===== src/flitPkg.sv =====
`default_nettype none

package flitPkg;

  // flit kind, one-hot coded.
  typedef logic [2:0] flitIdT;

  // packet timeout in clock cycles, carried by the header flit.
  typedef logic [11:0] pktLengthT;

  // the header is the only flit whose length field is meaningful.
  localparam flitIdT HeadFlitId = 3'b001;
  localparam flitIdT BodyFlitId = 3'b010;
  localparam flitIdT TailFlitId = 3'b100;

endpackage : flitPkg

`default_nettype wire


===== src/arbPkg.sv =====
`default_nettype none

package arbPkg;

  // the rotation order names the ports, so the count is fixed.
  localparam int NumPorts = 5;

  typedef logic [2:0] portIdxT;

  localparam portIdxT PortL = 3'd0;
  localparam portIdxT PortN = 3'd1;
  localparam portIdxT PortE = 3'd2;
  localparam portIdxT PortW = 3'd3;
  localparam portIdxT PortS = 3'd4;

  // one-hot per port, bit index is the port index.
  typedef logic [NumPorts-1:0] grantVecT;

  // bit 0 is idle, bits 1..5 grant L, N, E, W, S.
  typedef enum logic [5:0] {
    ArbIdle = 6'b000001,
    GrantL  = 6'b000010,
    GrantN  = 6'b000100,
    GrantE  = 6'b001000,
    GrantW  = 6'b010000,
    GrantS  = 6'b100000
  } arbStateT;

endpackage : arbPkg

`default_nettype wire


===== src/inputSlot.sv =====
`timescale 1ns/1ps
`default_nettype none

module inputSlot
  import flitPkg::*;
#(
  parameter int DataWidth = 16
) (
  input  logic                 clk,
  input  logic                 rst,
  input  logic                 inReq,
  input  flitIdT               inFlitId,
  input  pktLengthT            inLength,
  input  logic [DataWidth-1:0] inData,
  input  logic                 runTimer,
  input  logic                 take,
  output logic                 inAck,
  output logic                 pending,
  output logic                 timesUp,
  output flitIdT               flitId,
  output pktLengthT            length,
  output logic [DataWidth-1:0] data
);

  pktLengthT timeout;
  pktLengthT count;
  logic      capture;

  // accept only into an empty slot, and only once per request.
  // a full slot leaves inAck low, which stalls the sender.
  assign capture = inReq && !inAck && !pending;

  always_ff @(posedge clk)
  begin
    if (rst)
    begin
      inAck   <= 1'b0;
      pending <= 1'b0;
    end
    else
    begin
      if (capture)
        inAck <= 1'b1;
      else if (!inReq)
        inAck <= 1'b0;

      if (capture)
        pending <= 1'b1;
      else if (take)
        pending <= 1'b0;
    end
  end

  always_ff @(posedge clk)
  begin
    if (capture)
    begin
      flitId <= inFlitId;
      length <= inLength;
      data   <= inData;
    end
  end

  // packet timer.
  always_ff @(posedge clk)
  begin
    if (rst)
    begin
      timeout <= '0;
      count   <= '0;
    end
    else
    begin
      if (capture && inFlitId == HeadFlitId)
        timeout <= inLength;

      if (runTimer)
        count <= count + 1'b1;
      else
        count <= '0;
    end
  end

  // a zero timeout means the owner never keeps the grant past one decision.
  assign timesUp = (count == timeout);

endmodule : inputSlot

`default_nettype wire


===== src/outputArbiter.sv =====
`timescale 1ns/1ps
`default_nettype none

module outputArbiter
  import arbPkg::*;
(
  input  logic     clk,
  input  logic     rst,
  input  grantVecT pending,
  input  grantVecT timesUp,
  output grantVecT grant,
  output grantVecT runTimer
);

  arbStateT state;
  arbStateT nextState;
  portIdxT  owner;

  function automatic arbStateT grantState(portIdxT idx);
    return arbStateT'(6'b000010 << idx);
  endfunction

  // first pending port after last, wrapping round to last itself.
  function automatic arbStateT pickNext(grantVecT req, portIdxT last);
    portIdxT idx;
    pickNext = ArbIdle;
    // walk from the far end so the nearest pending port wins.
    for (int i = NumPorts; i >= 1; i--)
    begin
      idx = portIdxT'((int'(last) + i) % NumPorts);
      if (req[idx])
        pickNext = grantState(idx);
    end
  endfunction

  always_ff @(posedge clk)
  begin
    if (rst)
      state <= ArbIdle;
    else
      state <= nextState;
  end

  always_comb
  begin
    unique case (state)
      GrantN:  owner = PortN;
      GrantE:  owner = PortE;
      GrantW:  owner = PortW;
      GrantS:  owner = PortS;
      default: owner = PortL;
    endcase
  end

  always_comb
  begin
    nextState = ArbIdle;
    runTimer  = '0;
    if (state == ArbIdle)
    begin
      // search starts after S, so L has the highest priority.
      nextState = pickNext(pending, PortS);
    end
    else if (pending[owner] && !timesUp[owner])
    begin
      nextState       = state;
      runTimer[owner] = 1'b1;
    end
    else
    begin
      nextState = pickNext(pending, owner);
    end
  end

  assign grant = state[NumPorts:1];

endmodule : outputArbiter

`default_nettype wire


===== src/outputLink.sv =====
`timescale 1ns/1ps
`default_nettype none

module outputLink
  import flitPkg::*;
  import arbPkg::*;
#(
  parameter int DataWidth = 16
) (
  input  logic                                clk,
  input  logic                                rst,
  input  grantVecT                            grant,
  input  grantVecT                            pending,
  input  flitIdT    [NumPorts-1:0]            slotFlitId,
  input  pktLengthT [NumPorts-1:0]            slotLength,
  input  logic      [NumPorts-1:0][DataWidth-1:0] slotData,
  input  logic                                outAck,
  output grantVecT                            take,
  output logic                                outReq,
  output flitIdT                              outFlitId,
  output pktLengthT                           outLength,
  output logic      [DataWidth-1:0]           outData,
  output portIdxT                             outSrc
);

  typedef enum logic [1:0] {
    LinkIdle,
    LinkReq,
    LinkRelease
  } linkStateT;

  linkStateT linkState;
  portIdxT   selIdx;
  logic      load;

  // grant is one-hot, so the last set bit is the only one.
  always_comb
  begin
    selIdx = '0;
    for (int p = 0; p < NumPorts; p++)
    begin
      if (grant[p])
        selIdx = portIdxT'(p);
    end
  end

  assign take = (linkState == LinkIdle) ? (grant & pending) : '0;
  assign load = |take;

  always_ff @(posedge clk)
  begin
    if (rst)
      linkState <= LinkIdle;
    else
    begin
      unique case (linkState)
        LinkIdle:    if (load) linkState <= LinkReq;
        LinkReq:     if (outAck) linkState <= LinkRelease;
        LinkRelease: if (!outAck) linkState <= LinkIdle;
        default:     linkState <= LinkIdle;
      endcase
    end
  end

  always_ff @(posedge clk)
  begin
    if (load)
    begin
      outFlitId <= slotFlitId[selIdx];
      outLength <= slotLength[selIdx];
      outData   <= slotData[selIdx];
      outSrc    <= selIdx;
    end
  end

  assign outReq = (linkState == LinkReq);

endmodule : outputLink

`default_nettype wire


===== src/routerOutputPort.sv =====
`timescale 1ns/1ps
`default_nettype none

module routerOutputPort
  import flitPkg::*;
  import arbPkg::*;
#(
  parameter int DataWidth = 16
) (
  input  logic                                clk,
  input  logic                                rst,
  input  logic      [NumPorts-1:0]            inReq,
  output logic      [NumPorts-1:0]            inAck,
  input  flitIdT    [NumPorts-1:0]            inFlitId,
  input  pktLengthT [NumPorts-1:0]            inLength,
  input  logic      [NumPorts-1:0][DataWidth-1:0] inData,
  output logic                                outReq,
  input  logic                                outAck,
  output flitIdT                              outFlitId,
  output pktLengthT                           outLength,
  output logic      [DataWidth-1:0]           outData,
  output portIdxT                             outSrc
);

  grantVecT                            pending;
  grantVecT                            timesUp;
  grantVecT                            grant;
  grantVecT                            runTimer;
  grantVecT                            take;
  flitIdT    [NumPorts-1:0]            slotFlitId;
  pktLengthT [NumPorts-1:0]            slotLength;
  logic      [NumPorts-1:0][DataWidth-1:0] slotData;

  outputArbiter i_outputArbiter (
    .clk      (clk),
    .rst      (rst),
    .pending  (pending),
    .timesUp  (timesUp),
    .grant    (grant),
    .runTimer (runTimer)
  );

  for (genvar p = 0; p < NumPorts; p++)
  begin : g_slot
    inputSlot #(
      .DataWidth (DataWidth)
    ) i_inputSlot (
      .clk      (clk),
      .rst      (rst),
      .inReq    (inReq[p]),
      .inFlitId (inFlitId[p]),
      .inLength (inLength[p]),
      .inData   (inData[p]),
      .runTimer (runTimer[p]),
      .take     (take[p]),
      .inAck    (inAck[p]),
      .pending  (pending[p]),
      .timesUp  (timesUp[p]),
      .flitId   (slotFlitId[p]),
      .length   (slotLength[p]),
      .data     (slotData[p])
    );
  end

  outputLink #(
    .DataWidth (DataWidth)
  ) i_outputLink (
    .clk        (clk),
    .rst        (rst),
    .grant      (grant),
    .pending    (pending),
    .slotFlitId (slotFlitId),
    .slotLength (slotLength),
    .slotData   (slotData),
    .outAck     (outAck),
    .take       (take),
    .outReq     (outReq),
    .outFlitId  (outFlitId),
    .outLength  (outLength),
    .outData    (outData),
    .outSrc     (outSrc)
  );

endmodule : routerOutputPort

`default_nettype wire


===== config.mk =====
export PLATFORM = sky130hd
export DESIGN_NAME = routerOutputPort
export DESIGN_NICKNAME = d
export VERILOG_FILES = /design/src/flitPkg.sv /design/src/arbPkg.sv /design/src/inputSlot.sv /design/src/outputArbiter.sv /design/src/outputLink.sv /design/src/routerOutputPort.sv
export SDC_FILE = /design/constraint.sdc
export NUM_CORES = 1
export LEC_CHECK = 0
export BUFFER_PORTS_ARGS = -buffer_cell sky130_fd_sc_hd__buf_2
export CAP_MARGIN = 25
export CORE_MARGIN = 3
export CORE_UTILIZATION = 37
export DETAILED_ROUTE_END_ITERATION = 10
export GPL_TIMING_DRIVEN = 0
export SETUP_SLACK_MARGIN = 0.1
export SLEW_MARGIN = 20
export SYNTH_ARGS = -nofsm -noshare
export SYNTH_HDL_FRONTEND = slang
export SYNTH_SLANG_ARGS = --single-unit

===== constraint.sdc =====
create_clock -name clk -period 11.79 [get_ports clk]
set_input_delay 3.537 -clock clk [delete_from_list [all_inputs] [get_ports clk]]
set_output_delay 3.537 -clock clk [all_outputs]
set_load 0.005 [all_outputs]

==> results of run 1 <==
-- metal layers --
layer  track usage (%)  vias to the layer above  share of wire, %
met2              34.2                      365                46
met3              4.01                       72               6.8
met5                 0                        -             0.097
li1                  -                     5473                 -
met4              4.53                        8               1.9
met1              28.7                     5567                45
-- worst max-delay path by stage --
stage / from / end / slack [ns]
final: i_outputArbiter.state[5] / i_outputArbiter.state[0] / 4.90
after detailed placement: i_outputArbiter.state[5] / i_outputArbiter.state[0] / 5.03
after CTS: i_outputArbiter.state[5] / i_outputArbiter.state[0] / 4.98
after global placement: inReq[0] / g_slot[0].i_inputSlot.timeout[7] / 1.67
after floorplan: inReq[2] / g_slot[2].i_inputSlot.timeout[10] / 4.59
after global routing: i_outputArbiter.state[5] / i_outputArbiter.state[0] / 4.45
-- layout by cell type (no fill, tap or decap), types with 5 or more instances in the layout --
master     synthesis  routed
nor3_1            21      21
a22oi_1            6       6
dfxtp_1          138     138
or4_1              5       5
mux2i_1           96      96
nor4_1            17      17
buf_1              9       9
o21ai_0           46      46
clkbuf_16          0      39
buf_4              5      23
nor3b_2            0       5
o211a_1            7       7
xnor2_1           90      90
a21oi_1           86      86
ha_1              26      26
buf_6              3       6
clkbuf_1          47      58
edfxtp_1         189     189
o211ai_1           6       6
o31ai_1            5       5
a31oi_1            6       6
nand2b_1           6       6
buf_2              9     211
nand2_1           66      66
inv_1             25      25
nand3_1           55      55
clkinv_2           0       8
and3_1            22      22
nand4_1           28      28
or3_1              9       9
xor2_1            27      27
nor2_1           220     220
-- power by group --
part / switching [mW] / total, mW / internal (mW) / leakage, nW
sequential: 0.0378 / 1.39 / 1.35 / 2.90
combinational: 0.713 / 1.08 / 0.372 / 3.74
clock: 0.456 / 1.17 / 0.716 / 0.612
total: 1.21 / 3.65 / 2.44 / 7.25
-- layout make-up --
type	count	area [µm²]
diodes	3	7.51
plain buffers	73	327
clock buffers	53	1060
clock inverters	15	185
fillers	3741	21200
inverters	28	105
multi-input cells	941	6110
flip-flops and latches	327	8440
well taps	518	648
repair buffers	223	1180
-- sequential cells by signal (all words and copies together), names as in the netlist --
name / cells
g_slot.i_inputSlot.inAck: 5
g_slot.i_inputSlot.count: 60
g_slot.i_inputSlot.timeout: 60
i_outputLink.linkState: 2
i_outputLink.outLength: 12
g_slot.i_inputSlot.length: 60
i_outputLink.outSrc: 3
i_outputArbiter.state: 6
g_slot.i_inputSlot.data: 80
g_slot.i_inputSlot.pending: 5
g_slot.i_inputSlot.flitId: 15
i_outputLink.outFlitId: 3
i_outputLink.outData: 16
-- critical path, stage by stage, from the launching register on --
cell	delay (ns)
dfxtp_1	0.31
buf_2	0.22
nor4_4	0.62
nand2_1	0.48
inv_1	0.20
buf_2	0.28
buf_2	0.35
ha_1	0.23
clkbuf_1	0.41
xnor2_1	0.21
inv_1	0.09
ha_1	0.23
or3_1	0.34
nor3_1	0.29
a2111oi_4	0.09
nor2_1	0.25
ha_1	0.24
nand2b_1	0.06
a31o_2	0.27
mux2_2	0.32
a2bb2o_1	0.28
nor4_1	0.45
nor4_1	0.13
a2111o_1	0.41
-- stage by stage --
stage | hold WS, ns | util [%] | std cells | total power, mW | area (µm²)
4_1_cts | 0.441 | 46.0 | 2178 | 3.66 | 18100
3_5_place_dp | 0.431 | 42.8 | 2110 | 2.49 | 16800
3_3_place_gp | 0.423 | 42.3 | 2089 | 2.47 | 16600
2_1_floorplan | 0.403 | - | 1369 | 2.10 | 14900
5_1_grt | 0.446 | 46.0 | 2178 | 3.84 | 18100
6_report | 0.443 | 46.0 | 2181 | 3.65 | 18100
-- logic make-up (layout without fill, tap and decap cells) --
| logic type | Yosys count | after routing | synth area share (%) |
|---|---|---|---|
| mux | 99 | 99 | 6.73 |
| flops | 327 | 327 | 56.5 |
| buf+inv | 101 | 392 | 2.89 |
| fa+ha+maj | 26 | 26 | 2.18 |
| compound gates | 219 | 219 | 9.67 |
| xor+xnor | 118 | 118 | 6.97 |
| simple gates | 479 | 479 | 15.1 |
| other cells | 0 | 3 | 0 |
==> impl_results.md, run 1 <==
- Min-delay src: i_outputArbiter.state[5]
- Largest area contributor in the netlist: edfxtp_1
- Unrepaired setup endpoints after global routing: no
- Minimum clock period: slightly below 7 ns
- Initial antenna violation count: 4
- Io pins: 203
- PortBufs: 202
- Cell variety after synth: 79
- CTS H-tree lvls: 2
- WL per Instance: 20.8 µm
- Cells after Synth: 1369
- Slew HR: 36.7%
- Final setup fails: 0
- Top post-synthesis cells by count: nor2_1, edfxtp_1, dfxtp_1, mux2i_1, xnor2_1
- First-pass GRT wire length: about 68 mm
- Pre-CTS WS: 5.03 ns
- Maximum vdd ir drop: about 0.11 mV
- Max clock buf depth: 3
- Gpl congestion: 0.914
- Die height: approximately 210 µm
- Initial core utilization: 38.0%
- Mean post-synth cell area: 10.9 µm²
- PD cells: 202 nW/µm²
- Data required, critical path: between 10 and 15 ns
- Final WS setup: 4.90 ns
- CP Capture Type: flop
- Reg2reg setup slack: 4.90 ns
- Peak Freq: 0.145 GHz
- Row cnt: slightly above 70
- Largest net degree at the start of global routing: 15
- Synthesized cell area: 14900 µm²
- CTS buffer count: 37
- Root buffer cell: clkbuf_16
- CTS tree: done
- Vias/cell: ~5.3
- Crit Path Max Fanout: 14
- Core footprint: ~39000 µm²
- Post-synth top area share: 38.0%
- Clk_skew: 0.0293 ns
- Hold depth: 0
- Seq cells post-synth: 327
- Ys async rst share: 0%
- Synth top area cells: edfxtp_1, dfxtp_1, mux2i_1
- Number of global-route vias before repair: 11200
- Area Growth Syn to Fin: 20.9%
- DRT Wirelength: 45.3 mm
- Post-synth EDFFs: 189
- Setup bufs post-CTS: 0
- Most common cell in the netlist: nor2_1
- Synth warnings: 0
- Final nets: 1820
- Arr. time, crit path: 7.30 ns
- Worst Reg-to-Reg Cells: 23
- Syn nets: 1558
- Clk sinks: 327
- Gr usage total: about a fifth
- Fin crit share: 58.4%
- Die footprint: 42800 µm²
- Reg-to-Reg End: i_outputArbiter.state[0]
- DP HPWL: ~35 mm
- Top_reg_cell synth: edfxtp_1
- Worst-margin pin slew: 0.949 ns
- GRT Residual Overflow: 0
- Setup TNS: 0 ns
- Layout cells sized above 1: 19.7%
- Seq/Total Area, Yosys: 56.5%
- Post-route ant nets: 0
- Status: complete, no violations
- Clk Latency, worst-skew pair: 0.53 ns
- WHS Endpoint: i_outputLink.outSrc[2]
- Clk slew on worst S/H paths: ~0.06 ns
- Number of remaining DRC errors: 0
- Final Hold Viols: 0
- Crit start category: flop
- Via Count: 11500
- Initial drt markers: 880
- Hold WC Path Type: reg -> reg
- Hold_buf cts: 0
- CTS resizes: 0
- Leak: 7.25 nW
- DRT Pass-1 Iters: 5
- MaxCap Viol Count: 0
- Chip width: 207 µm
- Max Transition Viols Final: 0
- CP Class: reg -> reg
- RR Startpoint: i_outputArbiter.state[5]
Power figures use the tool's default switching activity.
==> run 2, diff against run 1 <==
Clock period 11.79 ns to 6.8 ns, I/O delays scaled along.
==> impl_results.md, run 2 (synthesis gave the netlist of run 1 again) <==
- Status: complete, no violations
- Core footprint: 39300 µm² (unchanged)
- CTS tree: done
- Crit start category: flop
- # fillers: 3736 (-0.13%)
- Seq. cell area: 8440 µm² (unchanged)
- Non-filler cells in the finished layout: 2184 (+0.14%)
- Internal power: 4.24 mW (+74%)
- Initial core utilization: 38.0% (unchanged)
- Chip width: 207 µm (unchanged)
- Die height: 207 µm (unchanged)
- Via Count: 11600 (+0.57%)
- DRT Pass-1 Iters: 5 (unchanged)
- Final Hold Viols: 0 (unchanged)
- Largest stage delay, worst path: 0.46 ns (-0.16 ns)
- Setup TNS: 0 ns (unchanged)
- Number of remaining DRC errors: 0 (unchanged)
- Biggest register: g_slot.i_inputSlot.data
- Hold depth: 0 (unchanged)
- Most frequent cells in the layout: nor2_1, buf_2, edfxtp_1
- Worst-margin pin slew: 0.915 ns (-0.0339 ns)
- Crit-path slowest cell: nor4_1
- Worst Reg-to-Reg Cells: 23 (unchanged)
- Final setup fails: 0 (unchanged)
- Multi-input gate area: 6120 µm² (+0.23%)
- Minimum clock period: 6.19 ns (-0.699 ns)
- Arr. time, crit path: 6.60 ns (-0.70 ns)
- Maximum vdd ir drop: 0.187 mV (+73%)
- Root buffer cell: clkbuf_16
- Vias/cell: 5.29 (+0.43%)
- Reg-to-Reg End: i_outputArbiter.state[0]
- CTS buffer count: 37 (unchanged)
- Clk_skew: 0.0298 ns (+0.000462 ns)
- Comb pwr share: 30.0% (+0.2 points)
- Clk Latency, worst-skew pair: 0.53 ns (about the same)
- Clk sinks: 327 (unchanged)
- PD cells: 350 nW/µm² (+74%)
- Die footprint: 42800 µm² (unchanged)
- Gpl congestion: 0.914 (unchanged)
- Cell count after placement: 2110 (unchanged)
- CP endpoint: i_outputArbiter.state[0]
- Clk slew on worst S/H paths: 0.06 ns (about the same)
- Worst setup path startpoint: i_outputArbiter.state[2]
- Switch share: 33.0% (-0.073 points)
- CP Class: reg -> reg
- MaxCap Viol Count: 0 (unchanged)
- Row cnt: 72 (unchanged)
- Post-route ant nets: 0 (unchanged)
- CP Capture Type: flop
- Layout cells sized above 1: 20.0% (+0.27 points)
- Hold WC Path Type: reg -> reg
- DRT Wirelength: 45.3 mm (about the same)
- Largest net degree at the start of global routing: 15 (unchanged)
- Max Transition Viols Final: 0 (unchanged)
- First-pass GRT wire length: 67.6 mm (unchanged)
- RR Startpoint: i_outputArbiter.state[2]
- WL per Instance: 20.7 µm (about the same)
- Post-route cell area: 18100 µm² (+0.21%)
- Io pins: 203 (unchanged)
- CTS H-tree lvls: 2 (unchanged)
- Gr usage total: 20.8% (unchanged)
- Max clock buf depth: 3 (unchanged)
- GRT Residual Overflow: 0 (unchanged)
- Crit Path Max Fanout: 14 (unchanged)
- Reg2reg setup slack: 0.61 ns (-4.29 ns)
- DP HPWL: 35.0 mm (unchanged)
- Levels on crit path: 23 (unchanged)
- Data required, critical path: 7.21 ns (-4.99 ns)
- Hold_buf cts: 0 (unchanged)
- Slew HR: 39.0% (+2.3 points)
- Clock power frac: 32.0% (about the same)
- Leak: 7.27 nW (+0.29%)
- Initial drt markers: 950 (+8.0%)
- Final nets: 1823 (+0.16%)
- PortBufs: 202 (unchanged)
- Unrepaired setup endpoints after global routing: no
- Sw power: 2.09 mW (+73%)
- Fin crit share: 91.0% (+33 points)
- Peak Freq: 0.162 GHz (+11%)
- Max FFs per register: 80 (unchanged)
- Initial antenna violation count: 4 (unchanged)
- Area Growth Syn to Fin: 21.1%
- Placed cell area: 16800 µm² (unchanged)
- Critical Path, Cell by Cell: buf_2 -> xor2_4 -> nand2_2 -> inv_1 -> buf_2 -> buf_2 -> ha_1 -> clkbuf_2 -> xnor2_1 -> inv_1 -> ha_1 -> or3_1 -> nor3_1 -> a2111oi_4 -> nor2_1 -> ha_1 -> nand2b_1 -> a31o_2 -> mux2_2 -> a2bb2o_1 -> nor4_1 -> nor4_1 -> a2111o_1
- Most common cell after layout, fill and taps aside: nor2_1
- WP buf/inv: 6 (unchanged)
- Flop pwr share: 38.0% (about the same)
- Delay-heaviest family, CP: simple AND/OR/NAND/NOR gates
- Number of global-route vias before repair: 11200 (unchanged)
run 2: layer usage:
metal | up-vias | wire, µm | part of all wire [%] | GRT usage (%)
li1 | 5498 | - | - | -
met1 | 5590 | 20300 | 45 | 28.7
met2 | 380 | 20800 | 46 | 34.2
met3 | 74 | 3300 | 7.3 | 4.01
met4 | 8 | 840 | 1.9 | 4.53
met5 | - | 44 | 0.097 | 0
run 2: worst min-delay path by stage:
stage	startpoint	endpoint	slack, ns
global placement	i_outputArbiter.state[5]	i_outputLink.outSrc[2]	0.42
floorplan	i_outputArbiter.state[5]	i_outputLink.outSrc[2]	0.40
CTS	i_outputArbiter.state[5]	i_outputLink.outSrc[2]	0.44
detailed placement	i_outputArbiter.state[5]	i_outputLink.outSrc[2]	0.43
global route	i_outputArbiter.state[5]	i_outputLink.outSrc[2]	0.45
finish	i_outputArbiter.state[5]	i_outputLink.outSrc[2]	0.44
run 2: metrics by stage:
stage	util, %	power [mW]	setup WS (ns)	hold slack, ns
floorplan	-	3.64	1.10	0.403
global placement	42.3	4.28	-1.82	0.423
detailed placement	42.8	4.31	0.0396	0.431
CTS	46.0	6.35	0.144	0.441
global route	46.1	6.68	0.205	0.446
finish	46.1	6.34	0.612	0.441
run 2: cell type report:
class	instances	share of cell area [%]
buffer	73	1.81
inverter	28	0.581
multi-input combinational	941	33.8
sequential	327	46.6
timing repair buffer	226	6.64
antenna	3	0.0415
clock inverter	15	1.02
tap	518	3.58
clock buffer	53	5.85
run 2: repair_timing:
item,CTS,global route
setup endpoints to repair,1,2
buffers inserted,0,3
endpoints found under the hold margin,0,0
cloned,0,0
gates resized for setup,1,3
pin swaps,0,1
run 2: power by group through the flow:
stage                     sequential [mW]  clock (mW)  combinational (mW)
after global placement               2.47           0                1.81
after detailed placement             2.45           0                1.86
final                                2.41        2.03                1.90
after floorplan                      2.45           0                1.19
after global routing                 2.42        2.16                2.10
after CTS                            2.41        2.07                1.87
